--- src/cpu_pkg.sv ---
package cpu_pkg;

	// Machine word, used for both data and byte addresses
	typedef logic [15:0] word_t;
	typedef logic [3:0] reg_idx_t;

	// Memory sizes in 16-bit words
	localparam int IMEM_DEPTH = 256;
	localparam int DMEM_DEPTH = 256;
	localparam int IMEM_AW = 8;
	localparam int DMEM_AW = 8;
	localparam int NUM_REGS = 16;

	// Instruction classes in bits 15..12
	typedef enum logic [3:0] {
		OP_ADD = 4'h0,
		OP_SUB = 4'h1,
		OP_XOR = 4'h2,
		OP_AND = 4'h3,
		OP_SLL = 4'h4,
		OP_SRA = 4'h5,
		OP_ROR = 4'h6,
		OP_NOP = 4'h7,	// unused encoding, also marks pipeline bubbles
		OP_LW = 4'h8,
		OP_SW = 4'h9,
		OP_LHB = 4'hA,
		OP_LLB = 4'hB,
		OP_B = 4'hC,
		OP_BR = 4'hD,
		OP_PCS = 4'hE,
		OP_HLT = 4'hF
	} opcode_t;

	// Branch conditions in bits 11..9 of B
	typedef enum logic [2:0] {
		COND_NE = 3'd0,
		COND_EQ = 3'd1,
		COND_GT = 3'd2,
		COND_LT = 3'd3,
		COND_GE = 3'd4,
		COND_LE = 3'd5,
		COND_OV = 3'd6,
		COND_ALWAYS = 3'd7
	} cond_t;

	// ALU operand source
	typedef enum logic [1:0] {FWD_NONE = 2'd0, FWD_MEM = 2'd1, FWD_WB = 2'd2} fwd_sel_t;

	typedef struct packed {logic z; logic v; logic n;} flags_t;

endpackage

--- src/ex_mem_if.sv ---
`timescale 1ns/1ps

// EX/MEM pipeline register contents
interface ex_mem_if import cpu_pkg::*; ();
	logic regwrite;
	logic memtoreg;
	logic memwrite;
	reg_idx_t rd;
	word_t result;	// ALU, PCS, LHB or LLB value
	word_t addr;
	word_t store_data;
	logic halt;

	modport producer(output regwrite, memtoreg, memwrite, rd, result, addr, store_data, halt);
	modport consumer(input regwrite, memtoreg, memwrite, rd, result, addr, store_data, halt);
	// Forwarding only needs the destination
	modport monitor(input regwrite, rd);

endinterface

--- src/hazard_unit.sv ---
`timescale 1ns/1ps

module hazard_unit import cpu_pkg::*; (
	input reg_idx_t idex_rs,
	input reg_idx_t idex_rt,
	input logic idex_memtoreg,
	input reg_idx_t idex_rd,
	input reg_idx_t ifid_rs,
	input reg_idx_t ifid_rt,
	ex_mem_if.monitor em,
	input logic wb_en,
	input reg_idx_t wb_rd,
	output logic stall,
	output fwd_sel_t fwd_a,
	output fwd_sel_t fwd_b
);
	// Load in EX feeding decode, hold one cycle
	// Unused fields may match too, costs a cycle at worst
	assign stall = idex_memtoreg && (idex_rd == ifid_rs || idex_rd == ifid_rt);

	// Youngest producer wins
	always_comb begin
		if (em.regwrite && em.rd == idex_rs)
			fwd_a = FWD_MEM;
		else if (wb_en && wb_rd == idex_rs)
			fwd_a = FWD_WB;
		else
			fwd_a = FWD_NONE;

		if (em.regwrite && em.rd == idex_rt)
			fwd_b = FWD_MEM;
		else if (wb_en && wb_rd == idex_rt)
			fwd_b = FWD_WB;
		else
			fwd_b = FWD_NONE;
	end

endmodule

--- src/flat_wrapper.sv ---
// flat-port wrapper written by rule: the top's interface ports become plain ports
module hazard_unit_flat import cpu_pkg::*;
  (idex_rs, idex_rt, idex_memtoreg, idex_rd, ifid_rs, ifid_rt, wb_en, wb_rd, stall, fwd_a, fwd_b, em_regwrite, em_rd);
  ex_mem_if em_i ();
  input reg_idx_t idex_rs;
  input reg_idx_t idex_rt;
  input logic idex_memtoreg;
  input reg_idx_t idex_rd;
  input reg_idx_t ifid_rs;
  input reg_idx_t ifid_rt;
  input logic wb_en;
  input reg_idx_t wb_rd;
  output logic stall;
  output fwd_sel_t fwd_a;
  output fwd_sel_t fwd_b;
  input wire logic [$bits(em_i.regwrite)-1:0] em_regwrite;
  input wire logic [$bits(em_i.rd)-1:0] em_rd;
  assign em_i.regwrite = em_regwrite;
  assign em_i.rd = em_rd;
  hazard_unit u_core (.idex_rs(idex_rs), .idex_rt(idex_rt), .idex_memtoreg(idex_memtoreg), .idex_rd(idex_rd), .ifid_rs(ifid_rs), .ifid_rt(ifid_rt), .em(em_i), .wb_en(wb_en), .wb_rd(wb_rd), .stall(stall), .fwd_a(fwd_a), .fwd_b(fwd_b));
endmodule
--- config.mk ---
export PLATFORM = sky130hd
export DESIGN_NAME = hazard_unit_flat
export DESIGN_NICKNAME = d
export VERILOG_FILES = /design/src/cpu_pkg.sv /design/src/ex_mem_if.sv /design/src/hazard_unit.sv /design/src/flat_wrapper.sv
export SDC_FILE = /design/constraint.sdc
export NUM_CORES = 1
export LEC_CHECK = 0
export ABC_AREA = 1
export BUFFER_PORTS_ARGS = -buffer_cell sky130_fd_sc_hd__buf_4
export CAP_MARGIN = 30
export CORE_AREA = 2 2 39 41
export DETAILED_ROUTE_END_ITERATION = 10
export DIE_AREA = 0 0 41 43
export PLACE_DENSITY = 0.69
export SLEW_MARGIN = 10
export SYNTH_ARGS = -nofsm -noshare
export SYNTH_HDL_FRONTEND = slang
export SYNTH_SLANG_ARGS = --single-unit
export TNS_END_PERCENT = 20
--- constraint.sdc ---
create_clock -name vclk -period 1
set_clock_uncertainty 0.2 [all_clocks]
set_input_delay 0.05 -clock vclk [all_inputs]
set_output_delay 0.05 -clock vclk [all_outputs]
set_load 0.01 [all_outputs]
==> results.toml <==
[final_layout]
seq_cell_count = 0
seqCellArea_um2 = 0
stdcell_count = 154
antennaDiodeCount = 0
fin_nets = 171
finalInstanceArea_um2 = 756
syn_to_final_growth_pct = 76.1
fillers = 161
clock_buffer_count = 0
drive_gt1_share_pct = 31.9

[critical_path]
worst_ep_arrival_time_ns = 0.78
start_kind = "input pin"
critPathKind = "input pin to output pin"
required_ns = 0.75
worst-path-max-fanout = 4
cp-end-kind = "output pin"

[power_and_ir_drop]
power.density_nw_per_um2 = 364
p_leak_uw = 0.000497
vdd_drop_max_v = 0.000128

[route]
via_per_inst = 4.42
route.detailed.drc = 0
drt_iter0_drc = 4
vias = 680
dr.pass1.iters = 3
wirelength_mm = 1.30
ant_nets = 0
wl_per_cell_um = 8.47

[sta]
slew_viol_final = 0
hold_viol_final = 0
finalSetupViolCount = 1
fmax_ghz = 0.970
fin_setup_tns_ns = -0.0312
max_slew_margin_pct = 86.7
grt_setup_unrepaired = "true"
tightest_slew_ns = 0.199
min_period_ns = 1.03
setup_slack_ns = -0.0312
finalCritPeriodShare_pct = 103

[job]
maxCapViolations = 0

[synthesis]
ys_top_cells_by_area = "nand2_1, inv_1, nor2_1"
ys_seq_area_share_pct = 0
ys_types = 11
yosys-top-cells-count = "nand2_1, inv_1, nor2_1, a21oi_1, o21ai_0"
synthCells = 102
synth_top_area_share_pct = 42.0
syn_area_um2 = 429
synth_area_per_cell_um2 = 4.21
synth.most_common_cell = "nand2_1"
ys.warnings.count = 0
syn_nets = 133
synth_top_area_cell = "nand2_1"

[placement]
io_buffers = 36
place_ws_ns = -0.0733
dpl_cell_area_um2 = 719
place.gp.congestion = 0.695
dp_cells = 154
hpwl_mm = 1.19

[die]
coreArea_um2 = 1380
die_w_um = 41
die_y_um = 43
initial_core_util_pct = 31.0
io_pins = 36
rows = 14
die_area_um2 = 1760

[grt]
antenna_found_initial = 0
grt_util_all_layers_pct = 15.7
grt_pass1_vias = 592
overflow = 0
grt_pass1_wl_mm = 2.08
grt_max_degree = 5

[run_status]
violations = "negative setup slack"
status = "finished with violations"

[clock_tree]
post-cts-setup-buffers = 0
cts_hold_buf = 0

[worst_hold_path]
hp-class = "input pin to output pin"
==> worst max-delay path: stages <==
cell and delay [ns]:
buf_6 0.10, or2_0 0.21, a21oi_1 0.13, nand2_1 0.06, nor2_1 0.09, buf_4 0.13
==> routing by layer <==
layer  track usage [%]  routed length, µm
met5                 0                  0
met4                 0                  0
met3              1.57                150
met2              32.5                710
met1              15.8                443
==> logic make-up after synthesis <==
group / share of synthesized area (%)
AO/OA/AOI/OAI: 14.0
XOR/XNOR: 4.08
AND/OR/NAND/NOR: 60.1
buffers and inverters: 21.9
==> worst paths after layout <==
path / from / to / slack, ns / cells past startpoint
min: idex_memtoreg / stall / 0.23 / 4
max: wb_rd[2] / fwd_a[1] / -0.03 / 6
==> final cells by class <==
class	count	area [µm²]	area share [%]
inverter	25	93.8	12.4
tap	16	20.0	2.65
multi-input combinational	77	360	47.7
timing repair buffer	36	282	37.3
==> through the flow <==
stage	util, %	hold WS (ns)	power [µW]
6_report	54.6	0.225	275
5_1_grt	54.6	0.243	311
4_1_cts	53.9	0.220	274
3_5_place_dp	52.0	0.218	259
3_3_place_gp	52.0	0.207	254
2_1_floorplan	-	-0.0159	115
==> where the power goes <==
group	switching, µW	internal [µW]
Combinational	124	152
Sequential	0	0
Clock	0	0
Total	124	152
==> layout by cell type (no fill, tap or decap) <==
master / n
o21ai_0: 4
a21oi_1: 3
buf_6: 3
xnor2_2: 2
nand3b_1: 2
nor2_1: 8
buf_4: 33
nand3_1: 2
inv_1: 23
o211ai_1: 2
nand2_1: 48
or2_0: 2
inv_2: 2
a21oi_2: 2
nor2_2: 2
==> repair_timing <==
| item | CTS | global route |
|---|---|---|
| cloned | 0 | 0 |
| resized for setup | 7 | 3 |
| setup endpoints to repair | 2 | 4 |
| pin swaps | 8 | 1 |
Note: power is estimated with default switching activity, not from simulation.
