--- src/cpu_pkg.sv ---
package cpu_pkg;

	// Machine word, used for both data and byte addresses
	typedef logic [15:0] word_t;
	typedef logic [3:0] reg_idx_t;

	// Memory sizes in 16-bit words
	localparam int IMEM_DEPTH = 256;
	localparam int DMEM_DEPTH = 256;
	localparam int IMEM_AW = 8;
	localparam int DMEM_AW = 8;
	localparam int NUM_REGS = 16;

	// Instruction classes in bits 15..12
	typedef enum logic [3:0] {
		OP_ADD = 4'h0,
		OP_SUB = 4'h1,
		OP_XOR = 4'h2,
		OP_AND = 4'h3,
		OP_SLL = 4'h4,
		OP_SRA = 4'h5,
		OP_ROR = 4'h6,
		OP_NOP = 4'h7,	// unused encoding, also marks pipeline bubbles
		OP_LW = 4'h8,
		OP_SW = 4'h9,
		OP_LHB = 4'hA,
		OP_LLB = 4'hB,
		OP_B = 4'hC,
		OP_BR = 4'hD,
		OP_PCS = 4'hE,
		OP_HLT = 4'hF
	} opcode_t;

	// Branch conditions in bits 11..9 of B
	typedef enum logic [2:0] {
		COND_NE = 3'd0,
		COND_EQ = 3'd1,
		COND_GT = 3'd2,
		COND_LT = 3'd3,
		COND_GE = 3'd4,
		COND_LE = 3'd5,
		COND_OV = 3'd6,
		COND_ALWAYS = 3'd7
	} cond_t;

	// ALU operand source
	typedef enum logic [1:0] {FWD_NONE = 2'd0, FWD_MEM = 2'd1, FWD_WB = 2'd2} fwd_sel_t;

	typedef struct packed {logic z; logic v; logic n;} flags_t;

endpackage

--- src/ex_mem_if.sv ---
`timescale 1ns/1ps

// EX/MEM pipeline register contents
interface ex_mem_if import cpu_pkg::*; ();
	logic regwrite;
	logic memtoreg;
	logic memwrite;
	reg_idx_t rd;
	word_t result;	// ALU, PCS, LHB or LLB value
	word_t addr;
	word_t store_data;
	logic halt;

	modport producer(output regwrite, memtoreg, memwrite, rd, result, addr, store_data, halt);
	modport consumer(input regwrite, memtoreg, memwrite, rd, result, addr, store_data, halt);
	// Forwarding only needs the destination
	modport monitor(input regwrite, rd);

endinterface

--- src/memory_stage.sv ---
`timescale 1ns/1ps

module memory_stage import cpu_pkg::*; (
	input logic clk,
	input logic reset,
	ex_mem_if.consumer em,
	output word_t mem_fwd,
	output logic wb_en,
	output reg_idx_t wb_rd,
	output word_t wb_data,
	output logic hlt
);
	word_t dmem [DMEM_DEPTH];
	logic [DMEM_AW-1:0] widx;

	// Byte address to word index
	assign widx = em.addr[DMEM_AW:1];

	// -------------------------------------------------------------------------
	// Data memory
	// -------------------------------------------------------------------------
	always_ff @(posedge clk)
		if (em.memwrite)
			dmem[widx] <= em.store_data;

	// Read is combinational, load or pass the EX result
	assign mem_fwd = em.memtoreg ? dmem[widx] : em.result;

	// MEM/WB register
	always_ff @(posedge clk) begin
		if (reset) begin
			wb_en <= 1'b0;
			hlt <= 1'b0;
		end else begin
			wb_en <= em.regwrite;
			// Sticky until reset
			hlt <= hlt | em.halt;
		end
		wb_rd <= em.rd;
		wb_data <= mem_fwd;
	end

endmodule
--- src/flat_wrapper.sv ---
// flat-port wrapper written by rule: the top's interface ports become plain ports
module memory_stage_flat import cpu_pkg::*;
  (clk, reset, mem_fwd, wb_en, wb_rd, wb_data, hlt, em_regwrite, em_memtoreg, em_memwrite, em_rd, em_result, em_addr, em_store_data, em_halt);
  ex_mem_if em_i ();
  input logic clk;
  input logic reset;
  output word_t mem_fwd;
  output logic wb_en;
  output reg_idx_t wb_rd;
  output word_t wb_data;
  output logic hlt;
  input wire logic [$bits(em_i.regwrite)-1:0] em_regwrite;
  input wire logic [$bits(em_i.memtoreg)-1:0] em_memtoreg;
  input wire logic [$bits(em_i.memwrite)-1:0] em_memwrite;
  input wire logic [$bits(em_i.rd)-1:0] em_rd;
  input wire logic [$bits(em_i.result)-1:0] em_result;
  input wire logic [$bits(em_i.addr)-1:0] em_addr;
  input wire logic [$bits(em_i.store_data)-1:0] em_store_data;
  input wire logic [$bits(em_i.halt)-1:0] em_halt;
  assign em_i.regwrite = em_regwrite;
  assign em_i.memtoreg = em_memtoreg;
  assign em_i.memwrite = em_memwrite;
  assign em_i.rd = em_rd;
  assign em_i.result = em_result;
  assign em_i.addr = em_addr;
  assign em_i.store_data = em_store_data;
  assign em_i.halt = em_halt;
  memory_stage u_core (.clk(clk), .reset(reset), .em(em_i), .mem_fwd(mem_fwd), .wb_en(wb_en), .wb_rd(wb_rd), .wb_data(wb_data), .hlt(hlt));
endmodule
--- config.mk ---
export PLATFORM = sky130hd
export DESIGN_NAME = memory_stage_flat
export DESIGN_NICKNAME = d
export VERILOG_FILES = /design/src/cpu_pkg.sv /design/src/ex_mem_if.sv /design/src/memory_stage.sv /design/src/flat_wrapper.sv
export SDC_FILE = /design/constraint.sdc
export NUM_CORES = 2
export LEC_CHECK = 0
export CORE_MARGIN = 5
export CORE_UTILIZATION = 60
export CTS_CLUSTER_SIZE = 14
export DETAILED_ROUTE_END_ITERATION = 6
export DONT_BUFFER_PORTS = 1
export PLACE_DENSITY = 0.76
export SYNTH_ARGS = -nofsm -noshare
export SYNTH_HDL_FRONTEND = slang
export SYNTH_SLANG_ARGS = --single-unit
--- constraint.sdc ---
create_clock -name clk -period 5.8 [get_ports clk]
set_input_delay 0.87 -clock clk [delete_from_list [all_inputs] [get_ports clk]]
set_output_delay 0.87 -clock clk [all_outputs]
set_load 0.005 [all_outputs]
==> key figures <==
Placed design
  – Placed insts: ~11k
  – PortBufs: 0
  – DP HPWL: between 200 and 250 mm
  – Routability cong.: between 0.8 and 0.9

Synth
  – Syn nets: approximately 7.2k
  – Synth Area per Inst: roughly 22 sq um
  – Most common cell in the synthesized netlist: edfxtp_1
  – Register area share after synthesis: between 70 and 80%
  – Synth Instances: 7140
  – Synth Flop Type: edfxtp_1
  – #FFs+latches synth: slightly above 4k
  – Yosys synthesis warning count: 0
  – Post-synth EDFFs: 4096
  – Synth cell types: 68
  – Largest area contributor in the netlist: edfxtp_1
  – Area contributors post-synth: edfxtp_1 (78%), mux4_2 (14%), mux2i_1 (1.4%)
  – Synth top area share: 77.7%
  – Post-synth ARST share: 0%
  – Synth top cells by count: edfxtp_1 (4096), mux4_2 (984), nand2_1 (305), nor2_1 (291), mux2i_1 (221)
  – Synth Cell Area: about 0.16 sq mm

Critical path
  – Type of origin of the critical path: input pin
  – Req. time, crit path: around 4900 ps
  – Worst-path fanout max: 501
  – Crit. End Element: output port
  – Critical Path AT: ~5600 ps
  – CP Class: input pin to output port

Global route
  – Largest net degree at the start of global routing: between 1k and 1.5k
  – Total gr overflow: 0
  – Number of global-route vias before repair: approximately 80k
  – First-pass GRT wire length: between 600 and 700 mm
  – Initial antenna violation count: 34
  – Global Route Usage Sum: around a third

Floorplanning
  – Core ar.: 0.263 sq mm
  – Initial core utilization: 60.3%
  – Die footprint: between 0.2 and 0.3 sq mm
  – Num ports: between 90 and 100
  – Die Ht: around 520 microns
  – Die X: 524 microns
  – Num rows: between 150 and 200

Final layout
  – Synthesis-to-layout area growth: 12.1%
  – Layout cells sized above 1: 27.2%
  – Filler cells: around 16k
  – Final nets: 7638
  – Non-filler cells, final: approximately 11k

Power and ir drop
  – Sw Pwr: ~13000 uW
  – Sequential fraction of design power: a little over half
  – Int Pwr: around 48000 uW
  – Max IR drop VDD: roughly 330 uV
  – LEAKAGE: around 0.056 uW
  – Pwr per Cell Area: roughly 340 mW/mm^2
  – Clk network pwr share: a little over two fifths
  – Switching share of power: between 20 and 25%
  – Logic pwr share: between 4 and 5%
  – Overall power: roughly 61000 uW

STA
  – Final hold vios: 0
  – Fmax: between 150 and 200 MHz
  – Slew HR: -81.3%
  – Final setup fails: 12
  – RSZ-0062 raised after global routing: false
  – Worst-margin pin slew: ~2700 ps
  – Final Critical Period: roughly 6400 ps
  – Clock skew: 62.2 ps
  – Max-slew violations: approximately 280
  – Final WS setup: -642 ps
  – Hold Slack: about 44 ps
  – Period utilization: 111%

Routing
  – Post-route DRC: 9
  – Pre-antenna DRT Iters: 7
  – DRT iter0 DRCs: approximately 14k
  – Final WL: roughly 440 mm
  – Vias per cell: slightly above 7
  – DR WL met3: 63.1 mm
  – Vias post-DR: 82.5k
  – Met2 wire length: 204 mm
  – DR WL/cell: ~39 microns
  – DRT antenna net count: 0
  – Top Metal Used: met5
  – Metal-1 WL: around 150 mm

Status
  – Status: finished with violations
  – Failing checks: design-rule violations, max-slew violations, negative setup slack

Clock tree
  – Postcts setup bufs: 0
  – H-tree depth: 5
  – Clk buf depth: 4
  – Worst-Skew Late Latency: 950 ps
  – CTS tree: done
  – Clk slew on worst S/H paths: 60 ps
  – CTS root buf: clkbuf_16
  – Clock sinks: about 4k
  – Cts bufs inserted: 398

Flow run
  – Max_cap viols: 0

Min path
  – Worst min path class: input pin to flip-flop
==> layout by cell type (no fill, tap or decap), types with 72 or more instances in the layout <==
cell       count
edfxtp_1    4096
nand2_1      304
clkinv_2      94
nor2_1       247
a32oi_1       72
mux2i_1      221
buf_4        421
clkbuf_16    414
clkbuf_1      80
mux4_2       984
clkinv_1      73
o22ai_1       86
a21oi_1       80
==> what timing repair did <==
item / 4_1_cts / 5_1_grt
hold buffers: 4 / 0
hold endpoints to repair: 4 / 0
setup endpoints to repair: 0 / 27
resized for setup: 0 / 6
==> worst max-delay path: stages <==
cell and delay (ps):
nor2b_2 980, nand3_1 240, o22ai_1 160, nor4_1 820, a31oi_1 300, nor4_1 400, buf_4 230, a31oi_1 280
==> power by group through the flow <==
stage | Combinational [uW] | Sequential (uW) | Clock [uW]
CTS | 2020 | 32800 | 25800
finish | 2480 | 32800 | 25700
detailed placement | 1980 | 33400 | 0
floorplan | 1570 | 33400 | 0
global route | 2510 | 32800 | 27200
global placement | 1950 | 33400 | 0
==> through the flow <==
step,instance area (sq um),TNS [ps],setup slack [ps],util [%]
2_1_floorplan,158000,0,1790,-
3_3_place_gp,164000,0,374,62.4
3_5_place_dp,164000,0,411,62.4
4_1_cts,177000,0,119,67.3
5_1_grt,177000,0,20.7,67.5
6_report,177000,-3460,-642,67.5
==> flip-flops by register name, indices dropped and copies added (netlist names) <==
register / cells
u_core.wb_en: 1
u_core.wb_rd: 4
u_core.hlt: 1
u_core.dmem: 4096
u_core.wb_data: 16
==> cell type report <==
cell class,instances,area [sq um],area share (%)
tap,3515,4400,2.48
multi-input combinational,2596,32500,18.4
antenna,28,70.1,0.0395
inverter,6,35.0,0.0198
clock inverter,233,2300,1.30
clock buffer,492,10500,5.92
sequential,4118,123000,69.6
timing repair buffer,460,4040,2.28
==> layer usage <==
metal	up-vias	track usage (%)
li1	31100	-
met1	42700	42.6
met2	7432	46.9
met3	1318	9.27
met4	20	17.0
met5	-	0
==> path summary, 6_finish.rpt <==
check                             endpoint  slack (ps)                         start  depth (start not counted)
max reg2reg      u_core.wb_data[5]$_DFF_P_        2290  u_core.dmem[20][5]$_DFFE_PP_                          9
min          u_core.dmem[28][14]$_DFFE_PP_          40             em_store_data[14]                          0
min reg2reg          u_core.hlt$_SDFF_PP0_         490         u_core.hlt$_SDFF_PP0_                          2
max                             mem_fwd[9]        -640                    em_addr[4]                          8
==> kinds of logic after synthesis <==
family / Yosys count / share of synthesized area, %
multiplexers: 1246 / 15.8
buffers and inverters: 426 / 1.64
AO/OA/AOI/OAI: 529 / 2.35
flip-flops: 4118 / 78.0
AND/OR/NAND/NOR: 821 / 2.23
No activity file was read; power rests on OpenSTA's default activity.
