**src/cpu_pkg.sv**
```systemverilog
package cpu_pkg;

	// Machine word, used for both data and byte addresses
	typedef logic [15:0] word_t;
	typedef logic [3:0] reg_idx_t;

	// Memory sizes in 16-bit words
	localparam int IMEM_DEPTH = 256;
	localparam int DMEM_DEPTH = 256;
	localparam int IMEM_AW = 8;
	localparam int DMEM_AW = 8;
	localparam int NUM_REGS = 16;

	// Instruction classes in bits 15..12
	typedef enum logic [3:0] {
		OP_ADD = 4'h0,
		OP_SUB = 4'h1,
		OP_XOR = 4'h2,
		OP_AND = 4'h3,
		OP_SLL = 4'h4,
		OP_SRA = 4'h5,
		OP_ROR = 4'h6,
		OP_NOP = 4'h7,	// unused encoding, also marks pipeline bubbles
		OP_LW = 4'h8,
		OP_SW = 4'h9,
		OP_LHB = 4'hA,
		OP_LLB = 4'hB,
		OP_B = 4'hC,
		OP_BR = 4'hD,
		OP_PCS = 4'hE,
		OP_HLT = 4'hF
	} opcode_t;

	// Branch conditions in bits 11..9 of B
	typedef enum logic [2:0] {
		COND_NE = 3'd0,
		COND_EQ = 3'd1,
		COND_GT = 3'd2,
		COND_LT = 3'd3,
		COND_GE = 3'd4,
		COND_LE = 3'd5,
		COND_OV = 3'd6,
		COND_ALWAYS = 3'd7
	} cond_t;

	// ALU operand source
	typedef enum logic [1:0] {FWD_NONE = 2'd0, FWD_MEM = 2'd1, FWD_WB = 2'd2} fwd_sel_t;

	typedef struct packed {logic z; logic v; logic n;} flags_t;

endpackage

```
**src/decode_stage.sv**
```systemverilog
`timescale 1ns/1ps

module decode_stage import cpu_pkg::*; (
	input logic clk,
	input logic reset,
	input logic stall,
	input logic flush,
	input word_t ifid_pc,
	input word_t ifid_instr,
	input logic ifid_valid,
	input logic wb_en,
	input reg_idx_t wb_rd,
	input word_t wb_data,
	output logic halt_seen,
	output reg_idx_t rs_idx,
	output reg_idx_t rt_idx,
	output word_t idex_pc,
	output word_t idex_instr,
	output opcode_t idex_op,
	output reg_idx_t idex_rs,
	output reg_idx_t idex_rt,
	output word_t idex_data1,
	output word_t idex_data2,
	output reg_idx_t idex_rd,
	output logic idex_regwrite,
	output logic idex_memtoreg,
	output logic idex_memwrite,
	output logic idex_halt
);
	word_t regs [NUM_REGS];
	word_t instr;
	opcode_t op;
	word_t data1, data2;
	logic regwrite;

	// -------------------------------------------------------------------------
	// Field decode
	// -------------------------------------------------------------------------
	// Invalid slot decodes as NOP with zero fields
	assign instr = ifid_valid ? ifid_instr : '0;
	assign op = ifid_valid ? opcode_t'(ifid_instr[15:12]) : OP_NOP;

	// SW, LHB and LLB read rd first; SW takes its base from rs
	assign rs_idx = (op inside {OP_SW, OP_LHB, OP_LLB}) ? instr[11:8] : instr[7:4];
	assign rt_idx = (op == OP_SW) ? instr[7:4] : instr[3:0];
	assign halt_seen = (op == OP_HLT);

	always_comb begin
		case (op)
			OP_SW, OP_B, OP_BR, OP_HLT, OP_NOP: regwrite = 1'b0;
			default: regwrite = 1'b1;
		endcase
	end

	// -------------------------------------------------------------------------
	// Register file
	// -------------------------------------------------------------------------
	always_ff @(posedge clk)
		if (wb_en)
			regs[wb_rd] <= wb_data;

	// Same-cycle writeback shows up on the read side
	assign data1 = (wb_en && wb_rd == rs_idx) ? wb_data : regs[rs_idx];
	assign data2 = (wb_en && wb_rd == rt_idx) ? wb_data : regs[rt_idx];

	// -------------------------------------------------------------------------
	// ID/EX register
	// -------------------------------------------------------------------------
	always_ff @(posedge clk) begin
		if (reset || flush || stall) begin
			// Bubble
			idex_pc <= '0;
			idex_instr <= '0;
			idex_op <= OP_NOP;
			idex_rs <= '0;
			idex_rt <= '0;
			idex_data1 <= '0;
			idex_data2 <= '0;
			idex_rd <= '0;
			idex_regwrite <= 1'b0;
			idex_memtoreg <= 1'b0;
			idex_memwrite <= 1'b0;
			idex_halt <= 1'b0;
		end else begin
			idex_pc <= ifid_pc;
			idex_instr <= instr;
			idex_op <= op;
			idex_rs <= rs_idx;
			idex_rt <= rt_idx;
			idex_data1 <= data1;
			idex_data2 <= data2;
			idex_rd <= instr[11:8];
			idex_regwrite <= regwrite;
			idex_memtoreg <= (op == OP_LW);
			idex_memwrite <= (op == OP_SW);
			idex_halt <= halt_seen;
		end
	end

	// Load-use stall and branch flush never meet in decode
	a_stall_flush_apart: assert property (@(posedge clk) disable iff (reset)
		!(stall && flush));

endmodule

```
**config.mk**
```make
export PLATFORM = sky130hd
export DESIGN_NAME = decode_stage
export DESIGN_NICKNAME = d
export VERILOG_FILES = /design/src/cpu_pkg.sv /design/src/decode_stage.sv
export SDC_FILE = /design/constraint.sdc
export NUM_CORES = 1
export LEC_CHECK = 0
export BUFFER_PORTS_ARGS = -buffer_cell sky130_fd_sc_hd__buf_4
export CAP_MARGIN = 25
export CORE_MARGIN = 2
export CORE_UTILIZATION = 40
export DETAILED_ROUTE_END_ITERATION = 8
export MAX_ROUTING_LAYER = met4
export PLACE_DENSITY_LB_ADDON = 0.08
export SYNTH_ARGS = -nofsm -noshare
export SYNTH_HDL_FRONTEND = slang
export SYNTH_SLANG_ARGS = --single-unit
```
**constraint.sdc**
```tcl
create_clock -name clk -period 4.02 [get_ports clk]
set_input_delay 0.804 -clock clk [delete_from_list [all_inputs] [get_ports clk]]
set_output_delay 0.804 -clock clk [all_outputs]
set_load 0.05 [all_outputs]
```
==> summary.md, run 1 <==
| Metric | Value |
|---|---|
| Status | finished, final reports clean |
| Clock skew | 0.0266 ns |
| Crit path capture type | primary output |
| Initial Util | 40.7% |
| Critical path peak fanout | 29 |
| Min cycle time layout | 3.49 ns |
| Crit share post-route | 86.8% |
| Mux share of post-synthesis cell area | 8.80% |
| Die area | 0.0401 mm^2 |
| Post-Synthesis Cells | 1296 |
| Achievable Freq | 287 MHz |
| Dpl hpwl | 34400 um |
| Worst Max-Slew Pin Slew | 1.09 ns |
| Post-cts sizing count | 0 |
| IO Port Bufs | 150 |
| CTS buffer count | 38 |
| Synth area leader | edfxtp_1 |
| Top area cells in the synthesized netlist | edfxtp_1, dfxtp_1, mux2i_1, a21oi_1, nand2_1 |
| Die span in y | 200 um |
| Cell Count Post-Placement | 1915 |
| Worst path required time | 3.22 ns |
| CTS tree | yes |
| Min-delay worst type | in -> reg |
| Fill cells | 3456 |
| H-tree Lvls | 2 |
| Placer Congestion | 0.896 |
| Setup bufs post-CTS | 0 |
| Post-Synth XOR/XNOR Area | 0.390% |
| Via Count | 12062 |
| Post-Route WL | 55100 um |
| Die X | 200 um |
| Share of cells above drive strength 1 | 22.4% |
| CP Data Arrival Time | 2.68 ns |
| Synth Net Count | 1354 |
| I/O pin total | 151 |
| Layout Cells excl Fill | 1986 |
| Skew-Pair Late Insertion Delay | 0.57 ns |
| Largest stage delay, worst path | 0.58 ns |
| Setup violators final | 0 |
| Pleak | 6.72 nW |
| Largest net degree at the start of global routing | 80 |
| Critical path class | in -> out |
| Startpoint Class | input pin |
| Max-cap violations | 0 |
| Overall power | 8.47 mW |
| Compound-Gate Fraction of Synth Area | 14.5% |
| Clock Tree Root | clkbuf_16 |
| Syn Area/Cell | 11.9 um^2 |
| Area share of the largest cell type after synthesis | 49.9% |
| Prevailing post-synth register cell | edfxtp_1 |
| Hold Fails Final Rpt | 0 |
| WL per Instance | 27.8 um |
| Count of cell types in the netlist | 66 |
| Worst slew margin | 27.6% |
| Crit path max-delay cell type | and4bb_1 |
| CTS Hold Bufs | 0 |
| Flop pwr share | 45.4% |
| Largest family of logic cells by synthesized area | compound AO/OA/AOI/OAI gates |
| Sw Pwr | 2.14 mW |
| DRC viols | 0 |
| Seq/Total Area, Yosys | 60.3% |
| Crit path setup slack, layout | 0.532 ns |
| Hold_ws | 0.438 ns |
| DRT antenna net count | 0 |
| First-pass GRT wire length | 79900 um |
| EDFF count, synth | 256 |
| Iteration-0 DRC Markers | 1370 |
| #FFs+latches synth | 336 |
| Clock sinks | 336 |
| Power Density | 458 mW/mm^2 |
| Total GRT Usage | 27.9% |
| Sw Ratio | 25.3% |
| Part of the power in combinational logic | 12.1% |
| Final core occ | 48.9% |
| CP cell instances | buf_4 > and4bb_1 > mux2_4 > inv_4 > buf_4 |
| Grt total ovfl | 0 |
| Vias in the first global route | 11866 |
| Post-Synth Simple-Gate Area | 11.9% |
| CTS Buffer Depth | 3 |
| Place WS | 0.380 ns |
| Internal cell power | 6.33 mW |
| Synth Warn # | 0 |
| Reg clk slew, reported paths | 0.06 ns |
| Placed Area | 0.0172 mm^2 |
| Initial antenna violation count | 1 |
| Crit-path most repeated cell | buf_4 |
| Area grow syn2layout | 20.1% |
| Rows | 71 |
| Ys async rst share | 0% |
| Nets | 1502 |
| Core area | 0.0378 mm^2 |
| Peak VDD IR | 0.360 mV |
| Setup TNS | 0 ns |
| Clock power frac | 42.5% |
| Vias/cell | 6.07 |
| Final Max Slew Viols | 0 |
| Synthesized cell area | 0.0154 mm^2 |
| Design area | 0.0185 mm^2 |
| Synth Area in Adders | 0% |
| RSZ-0062 raised after global routing | false |
| DRT Pass-1 Iters | 6 |
==> worst paths after layout <==
path / cells after the start / end / start / slack [ns]
min reg2reg: 4 / idex_data2[15]$_SDFF_PP0_ / regs[6][15]$_DFFE_PP_ / 0.72
max reg2reg: 5 / idex_data1[11]$_SDFF_PP0_ / regs[3][11]$_DFFE_PP_ / 2.50
min: 2 / idex_pc[11]$_SDFF_PP0_ / ifid_pc[11] / 0.44
max: 5 / rt_idx[1] / ifid_instr[14] / 0.53
==> layout by cell type (no fill, tap or decap), types with 5 or more instances in the layout <==
master,netlist,layout
bufinv_16,0,5
a211oi_1,12,12
and2_1,18,18
a31oi_1,32,31
o31ai_1,17,16
a22o_1,9,9
edfxtp_1,256,256
and3_1,31,31
or2_1,11,11
a221oi_1,17,17
a21oi_1,101,101
o22ai_1,16,16
nor3_1,36,31
nand3_1,75,75
clkinv_1,1,7
mux4_2,11,11
clkbuf_16,0,39
a32oi_1,11,11
dfxtp_1,80,80
nor2_2,2,9
inv_2,5,5
o21ai_0,60,60
o21ai_1,13,13
buf_4,13,210
nor3_2,1,5
clkbuf_1,39,11
a311oi_1,15,15
nor2_1,45,34
nand2_1,128,128
o32ai_1,14,14
xnor2_1,5,5
mux2i_1,104,103
==> cell families (layout without fill, tap and decap cells) <==
kind of cell | after synthesis | in the layout
and+or+nand+nor | 376 | 376
AOI/OAI and AO/OA | 342 | 342
DFF | 336 | 336
muxes | 120 | 120
buffers and inverters | 116 | 294
xor gates and xnor gates | 6 | 6
other | 0 | 1
==> sequential cells by signal (all words and copies together) (netlist names), 4 cells and up <==
name        flops
regs          256
idex_data1     16
idex_data2     16
idex_instr     16
idex_pc        16
idex_op         4
idex_rs         4
idex_rt         4
==> cell usage after synthesis (5+ instances only) <==
library cell and count:
edfxtp_1 256, nand2_1 128, mux2i_1 104, a21oi_1 101
dfxtp_1 80, nand3_1 75, o21ai_0 60, nor2_1 45
clkbuf_1 39, nor3_1 36, a31oi_1 32, buf_2 32
and3_1 31, and2_1 18, a221oi_1 17, o31ai_1 17
o22ai_1 16, a311oi_1 15, o32ai_1 14, buf_4 13
buf_6 13, o21ai_1 13, a211oi_1 12, a32oi_1 11
mux4_2 11, or2_1 11, a22o_1 9, buf_1 8
inv_2 5, xnor2_1 5
==> final cells by class <==
cell class                 instances  area, um^2  share of cell area, %
timing repair buffer             214        1660                   8.95
tap                              511         639                   3.45
clock inverter                    16         220                   1.19
clock buffer                      54        1070                   5.79
multi-input combinational        844        5580                   30.2
inverter                          10        45.0                  0.243
antenna                            1        2.50                 0.0135
sequential                       336        9290                   50.2
==> critical path, delay by kind of cell <==
family,cells,cell delay [ns]
multiplexers,1,0.41
buffers and inverters,3,0.87
AND/OR/NAND/NOR,1,0.58
==> layer usage <==
| metal | global-route usage, % | up-vias | wire, um |
|---|---|---|---|
| li1 | - | 5269 | - |
| met1 | 37.2 | 6016 | 23400 |
| met2 | 42.6 | 656 | 24900 |
| met3 | 4.95 | 121 | 4850 |
| met4 | 10.6 | 0 | 1990 |
| met5 | - | - | 0 |
==> power by group through the flow <==
| stage | sequential (mW) | combinational [mW] | clock, mW |
|---|---|---|---|
| 3_5_place_dp | 3.92 | 1.01 | 0 |
| 6_report | 3.85 | 1.02 | 3.60 |
| 4_1_cts | 3.85 | 1.01 | 3.67 |
| 2_1_floorplan | 3.99 | 0.540 | 0 |
| 5_1_grt | 3.85 | 1.08 | 3.80 |
| 3_3_place_gp | 3.92 | 1.01 | 0 |
Note: power is estimated with default switching activity, not from simulation.
==> run 2: changes to the inputs <==
--- a/config.mk
+++ b/config.mk
@@ -11,7 +11,6 @@
 export CORE_UTILIZATION = 40
 export DETAILED_ROUTE_END_ITERATION = 8
 export MAX_ROUTING_LAYER = met4
-export PLACE_DENSITY_LB_ADDON = 0.08
 export SYNTH_ARGS = -nofsm -noshare
 export SYNTH_HDL_FRONTEND = slang
 export SYNTH_SLANG_ARGS = --single-unit
==> run 2 against run 1 <==
Wire length shrank 5.8%. Critical path depth grew 2. Combinational power about the same. Setup slack better by 0.036 ns. Clock power decreased by 11%. Sequential cell count unchanged. Cell area is 0.92% lower. Critical path type unchanged. Critical endpoint is now rs_idx[3]. Register-to-register slack barely moved.
==> summary.md, run 2 (same netlist as run 1, synthesis figures left out) <==
| Metric | Value |
|---|---|
| Setup TNS | 0 ns (unchanged) |
| I/O pin total | 151 (unchanged) |
| Crit share post-route | 85.9% (was 86.8%) |
| Overall power | 8.06 mW (was 8.47 mW) |
| Worst Max-Slew Pin Slew | 1.01 ns (was 1.09 ns) |
| IO Port Bufs | 150 (unchanged) |
| Placer Congestion | 0.897 (was 0.896) |
| Crit path capture type | primary output (unchanged) |
| Worst path required time | 3.22 ns (about the same) |
| Top reg by flops | regs (unchanged) |
| Clock sinks | 336 (unchanged) |
| H-tree Lvls | 2 (unchanged) |
| Critical path class | in -> out (unchanged) |
| Place WS | 0.589 ns (was 0.380 ns) |
| Core area | 0.0378 mm^2 (unchanged) |
| Peak VDD IR | 0.358 mV (was 0.360 mV) |
| Rows | 71 (unchanged) |
| Min-delay worst type | in -> reg (unchanged) |
| Post-Route WL | 52000 um (was 55100 um) |
| RSZ-0062 raised after global routing | false (unchanged) |
| Fill cells | 3427 (was 3456) |
| Worst slew margin | 32.4% (was 27.6%) |
| Startpoint Class | input pin (unchanged) |
| Hold Fails Final Rpt | 0 (unchanged) |
| Routing usage on met1 | 34.3% (was 37.2%) |
| Initial Util | 40.7% (unchanged) |
| First-pass GRT wire length | 76500 um (was 79900 um) |
| Die X | 200 um (unchanged) |
| CTS Buffer Depth | 3 (unchanged) |
| Power Density | 439 mW/mm^2 (was 458 mW/mm^2) |
| CTS tree | yes (unchanged) |
| Die span in y | 200 um (unchanged) |
| Final Max Slew Viols | 0 (unchanged) |
| Met3 usage | 5.19% (was 4.95%) |
| CTS Hold Bufs | 0 (unchanged) |
| Status | finished, final reports clean (unchanged) |
| Critical path peak fanout | 19 (was 29) |
| Setup violators final | 0 (unchanged) |
| Busiest layer in global routing | met2 (unchanged) |
| Cell Count Post-Placement | 1913 (was 1915) |
| DRT antenna net count | 0 (unchanged) |
| Grt total ovfl | 0 (unchanged) |
| Setup bufs post-CTS | 0 (unchanged) |
| Iteration-0 DRC Markers | 1357 (was 1370) |
| M2 GR Usage | 40.7% (was 42.6%) |
| Commonest non-fill, non-tap cell in the layout | edfxtp_1 (unchanged) |
| Area grow syn2layout | 19.0% (was 20.1%) |
| DRT Pass-1 Iters | 6 (unchanged) |
| Clock Tree Root | clkbuf_16 (unchanged) |
| Reg clk slew, reported paths | 0.06 ns (about the same) |
| Min cycle time layout | 3.45 ns (was 3.49 ns) |
| Layout Cells excl Fill | 1979 (was 1986) |
| Crit path setup slack, layout | 0.569 ns (was 0.532 ns) |
| Clock skew | 0.00950 ns (was 0.0266 ns) |
| Vias in the first global route | 11660 (was 11866) |
| Total GRT Usage | 26.2% (was 27.9%) |
| Skew-Pair Late Insertion Delay | 0.54 ns (was 0.57 ns) |
| Pleak | 6.63 nW (was 6.72 nW) |
| Max-cap violations | 0 (unchanged) |
| WL per Instance | 26.3 um (was 27.8 um) |
| Dpl hpwl | 32800 um (was 34400 um) |
| Flip-flop count of the largest register after layout | 256 (unchanged) |
| Die area | 0.0401 mm^2 (unchanged) |
| Vias/cell | 6.07 (about the same) |
| Initial antenna violation count | 2 (was 1) |
| Most frequent cells in the layout | edfxtp_1, buf_4, nand2_1, mux2i_1, a21oi_1 (unchanged) |
| Post-cts sizing count | 0 (unchanged) |
| Hold_ws | 0.472 ns (was 0.438 ns) |
| CTS buffer count | 36 (was 38) |
| DRC viols | 0 (unchanged) |
| Largest net degree at the start of global routing | 80 (unchanged) |
| Share of cells above drive strength 1 | 21.9% (was 22.4%) |
| Achievable Freq | 290 MHz (was 287 MHz) |
| Via Count | 12011 (was 12062) |
| Nets | 1498 (was 1502) |
| CP Data Arrival Time | 2.65 ns (was 2.68 ns) |
[run 2: cell count changes in the layout (fill, tap and decap cells not counted), sizes merged]
cell	before	now
diode	1	2
bufinv	5	1
clkbuf	54	52
clkinvlp	0	2
buf	214	212
inv	8	11
clkinv	13	8
[run 2: final cells by class]
class                   instances  area (um^2)  share of cell area (%)
diodes                          2         5.00                  0.0273
clock buffers                  52         1020                    5.58
repair buffers                212         1670                    9.09
inverters                      10         45.0                   0.246
flip-flops and latches        336         9290                    50.7
multi-input cells             844         5580                    30.4
clock inverters                12         95.1                   0.519
well taps                     511          639                    3.49
[run 2: final timing paths]
kind	depth (start not counted)	to	slack [ns]	from
max reg2reg	5	idex_data1[9]$_SDFF_PP0_	2.49	regs[3][9]$_DFFE_PP_
max	7	rs_idx[3]	0.57	ifid_instr[14]
min	2	idex_pc[0]$_SDFF_PP0_	0.47	ifid_pc[0]
min reg2reg	4	idex_data2[1]$_SDFF_PP0_	0.73	regs[6][1]$_DFFE_PP_
[run 2: critical path, stage by stage]
cell and delay (ns):
buf_4 0.13, nand2b_1 0.29, or3_1 0.48, o21a_1 0.22, inv_2 0.10, buf_4 0.34
buf_4 0.27
[run 2: per-layer routing]
metal  vias up  routed length [um]
li1       5268                   -
met1      5885               21400
met2       743               23900
met3       115                4940
met4         0                1730
met5         -                   0
[run 2: per-stage QoR]
stage / area (um^2) / util (%)
2_1_floorplan: 15400 / -
3_3_place_gp: 17200 / 45.5
3_5_place_dp: 17200 / 45.5
4_1_cts: 18300 / 48.4
5_1_grt: 18300 / 48.5
6_report: 18300 / 48.5
[run 2: power breakdown]
part / switching, mW / total [mW] / internal [mW]
clock: 1.37 / 3.21 / 1.84
sequential: 0.0364 / 3.85 / 3.81
combinational: 0.666 / 1.00 / 0.337
total: 2.07 / 8.06 / 5.99
==> run 3: changes to the inputs <==
--- a/config.mk
+++ b/config.mk
@@ -5,10 +5,10 @@
 export SDC_FILE = /design/constraint.sdc
 export NUM_CORES = 1
 export LEC_CHECK = 0
+export ABC_AREA = 1
 export BUFFER_PORTS_ARGS = -buffer_cell sky130_fd_sc_hd__buf_4
-export CAP_MARGIN = 25
 export CORE_MARGIN = 2
-export CORE_UTILIZATION = 40
+export CORE_UTILIZATION = 36
 export DETAILED_ROUTE_END_ITERATION = 8
 export MAX_ROUTING_LAYER = met4
 export SYNTH_ARGS = -nofsm -noshare
==> run 3 against run 2 <==
Via count increased by 28%. Count of clock-buffer cells in the layout up 3. Wire length grew 18%. Clock power is 16% higher. Fmax rose by 9.7%. Critical endpoint is now rs_idx[1]. Sequential cell count did not move. Cell area increased by 9.7%.
==> summary.md, run 3 <==
| Metric | Value |
|---|---|
| Fill cells | 4493 (was 3427) |
| Overall power | 8.75 mW (was 8.06 mW) |
| Hold Fails Final Rpt | 0 (unchanged) |
| RSZ-0062 raised after global routing | false (unchanged) |
| Max-cap violations | 0 (unchanged) |
| DRC viols | 0 (unchanged) |
| Placer Congestion | 0.915 (was 0.897) |
| Sequential cell area | 0.00929 mm^2 (unchanged) |
| Post-Synthesis Cells | 2082 (was 1296) |
| Reg-to-Reg End | idex_data2[13]$_SDFF_PP0_ (was idex_data1[9]$_SDFF_PP0_) |
| Final Max Slew Viols | 0 (unchanged) |
| Synthesized cell area | 0.0169 mm^2 (was 0.0154 mm^2) |
| Syn Area/Cell | 8.12 um^2 (was 11.9 um^2) |
| Most frequent cells in the layout | nand3_1, nand2_1, inv_1, edfxtp_1, buf_4 (was edfxtp_1, buf_4, nand2_1, mux2i_1, a21oi_1) |
| Largest net degree at the start of global routing | 66 (was 80) |
| First-pass GRT wire length | 90100 um (was 76500 um) |
| Critical path class | in -> out (unchanged) |
| Skew-Pair Late Insertion Delay | 0.57 ns (was 0.54 ns) |
| CTS Buffer Depth | 3 (unchanged) |
| Reg2reg path depth | 8 (was 5) |
| Top-count cell post-synth | nand3_1 (was edfxtp_1) |
| Min-delay worst type | in -> reg (unchanged) |
| Peak VDD IR | 0.306 mV (was 0.358 mV) |
| Worst Max-Slew Pin Slew | 0.899 ns (was 1.01 ns) |
| Area share of the largest cell type after synthesis | 45.5% (was 49.9%) |
| Iteration-0 DRC Markers | 2152 (was 1357) |
| Top reg by flops | regs (unchanged) |
| CP Data Arrival Time | 2.34 ns (was 2.65 ns) |
| Pleak | 9.47 nW (was 6.63 nW) |
| Rows | 79 (was 71) |
| WL per Instance | 21.7 um (was 26.3 um) |
| Hold EP | idex_pc[15]$_SDFF_PP0_ (was idex_pc[0]$_SDFF_PP0_) |
| Count of cell types in the netlist | 26 (was 66) |
| Worst slew margin | 39.9% (was 32.4%) |
| Dpl hpwl | 36900 um (was 32800 um) |
| Synth Net Count | 2140 (was 1354) |
| CTS buffer count | 39 (was 36) |
| Achievable Freq | 318 MHz (was 290 MHz) |
| Ys async rst share | 0% (unchanged) |
| Vias in the first global route | 14569 (was 11660) |
| Synth area leader | edfxtp_1 (unchanged) |
| Seq/Total Area, Yosys | 54.9% (was 60.3%) |
| DRT antenna net count | 0 (unchanged) |
| DRT Pass-1 Iters | 6 (unchanged) |
| Share of cells above drive strength 1 | 14.2% (was 21.9%) |
| Crit share post-route | 78.3% (was 85.9%) |
| Crit path capture type | primary output (unchanged) |
| Vias/cell | 5.41 (was 6.07) |
| Startpoint Class | input pin (unchanged) |
| CTS tree | yes (unchanged) |
| Part of the power in combinational logic | 13.5% (was 12.4%) |
| Design area | 0.0201 mm^2 (was 0.0183 mm^2) |
| Sw Ratio | 27.0% (was 25.7%) |
| Min cycle time layout | 3.15 ns (was 3.45 ns) |
| Initial Util | 36.4% (was 40.7%) |
| Total GRT Usage | 25.8% (was 26.2%) |
| H-tree Lvls | 2 (unchanged) |
| Die area | 0.0487 mm^2 (was 0.0401 mm^2) |
| Core area | 0.0465 mm^2 (was 0.0378 mm^2) |
| Reg2reg setup slack | 2.77 ns (was 2.49 ns) |
| Flip-flop count of the largest register after layout | 256 (unchanged) |
| Die X | 221 um (was 200 um) |
| Post-Route WL | 61500 um (was 52000 um) |
| Initial antenna violation count | 3 (was 2) |
| Hold path cells | 3 (was 2) |
| Flop pwr share | 43.8% (was 47.7%) |
| Placed Area | 0.0187 mm^2 (was 0.0172 mm^2) |
| Clock power frac | 42.7% (was 39.8%) |
| Reg clk slew, reported paths | 0.06 ns (about the same) |
| Status | finished, final reports clean (unchanged) |
| CTS Hold Bufs | 0 (unchanged) |
| Grt total ovfl | 0 (unchanged) |
| Die span in y | 221 um (was 200 um) |
| Via Count | 15329 (was 12011) |
| I/O pin total | 151 (unchanged) |
| Commonest non-fill, non-tap cell in the layout | nand3_1 (was edfxtp_1) |
| Critical path peak fanout | 20 (was 19) |
| Setup TNS | 0 ns (unchanged) |
| Clock sinks | 336 (unchanged) |
| Internal cell power | 6.39 mW (was 5.99 mW) |
| Synth cell count leaders | nand3_1, nand2_1, inv_1 (was edfxtp_1, nand2_1, mux2i_1) |
| #FFs+latches synth | 336 (unchanged) |
| Clock Tree Root | clkbuf_16 (unchanged) |
| Area grow syn2layout | 18.9% (was 19.0%) |
| Clock skew | 0.0231 ns (was 0.00950 ns) |
| Worst path required time | 3.22 ns (about the same) |
| Setup violators final | 0 (unchanged) |
| FF-to-FF Start | regs[4][13]$_DFFE_PP_ (was regs[3][9]$_DFFE_PP_) |
| Hold_ws | 0.456 ns (was 0.472 ns) |
| Prevailing post-synth register cell | edfxtp_1 (unchanged) |
| Setup bufs post-CTS | 0 (unchanged) |
| Sw Pwr | 2.36 mW (was 2.07 mW) |
| Nets | 2254 (was 1498) |
| Synth Warn # | 0 (unchanged) |
| Hold path start | ifid_pc[15] (was ifid_pc[0]) |
| Top area cells in the synthesized netlist | edfxtp_1, nand3_1, nand2_1, dfxtp_1, inv_1 (was edfxtp_1, dfxtp_1, mux2i_1, a21oi_1, nand2_1) |
| EDFF count, synth | 256 (unchanged) |
| Power Density | 435 mW/mm^2 (was 439 mW/mm^2) |
| Post-cts sizing count | 0 (unchanged) |
| IO Port Bufs | 150 (unchanged) |
| Area occupied by multi-input gates | 0.00569 mm^2 (was 0.00558 mm^2) |
run 3: layout make-up:
type	count	area share (%)
antenna	3	0.0373
clock buffer	55	5.88
clock inverter	16	0.852
inverter	377	7.06
multi-input combinational	1242	28.3
sequential	336	46.2
tap	607	3.78
timing repair buffer	200	7.90
run 3: how the worst max path moves through the flow:
stage | start | endpoint | depth (start not counted) | slack, ns
global placement | ifid_valid | idex_data2[15]$_SDFF_PP0_ | 13 | 0.87
detailed placement | ifid_valid | idex_data2[14]$_SDFF_PP0_ | 13 | 0.83
floorplan | ifid_valid | rt_idx[3] | 9 | 0.98
CTS | ifid_valid | rs_idx[1] | 8 | 0.88
global route | ifid_valid | rs_idx[1] | 8 | 0.80
finish | ifid_valid | rs_idx[1] | 8 | 0.87
run 3: cell families (layout without fill, tap and decap cells):
logic type	Yosys count	after routing	synth area share [%]
AOI/OAI and AO/OA	9	9	0.355
and+or+nand+nor	1232	1232	32.5
DFF	336	336	54.9
buffers and inverters	504	648	12.1
other	0	3	0
xor gates and xnor gates	1	1	0.0518
run 3: per-layer routing:
metal | GRT usage (%) | vias to the layer above | wire [um]
li1 | - | 6921 | -
met2 | 39.8 | 1003 | 27500
met1 | 32.7 | 7210 | 24000
met3 | 4.89 | 195 | 7030
met4 | 12.0 | 0 | 2900
met5 | - | - | 0
run 3: power by group through the flow:
stage          sequential (mW)  combinational, mW  clock (mW)
3_5_place_dp              3.91               1.15           0
6_report                  3.84               1.18        3.73
2_1_floorplan             3.98              0.632           0
4_1_cts                   3.84               1.16        3.78
5_1_grt                   3.84               1.26        3.92
3_3_place_gp              3.91               1.14           0
run 3: per-stage QoR:
stage | instances | setup WS (ns) | utilization [%]
after floorplan | 2082 | 0.975 | -
after global placement | 2762 | 0.874 | 40.4
after detailed placement | 2762 | 0.830 | 40.4
after CTS | 2833 | 0.881 | 43.3
after global routing | 2836 | 0.796 | 43.3
final | 2836 | 0.873 | 43.3
run 3: critical path: stages:
cell	delay, ns
buf_4	0.21
nand3_4	0.13
clkinv_4	0.10
nand2_2	0.09
nand2_1	0.08
nand2_2	0.11
inv_2	0.49
buf_4	0.32
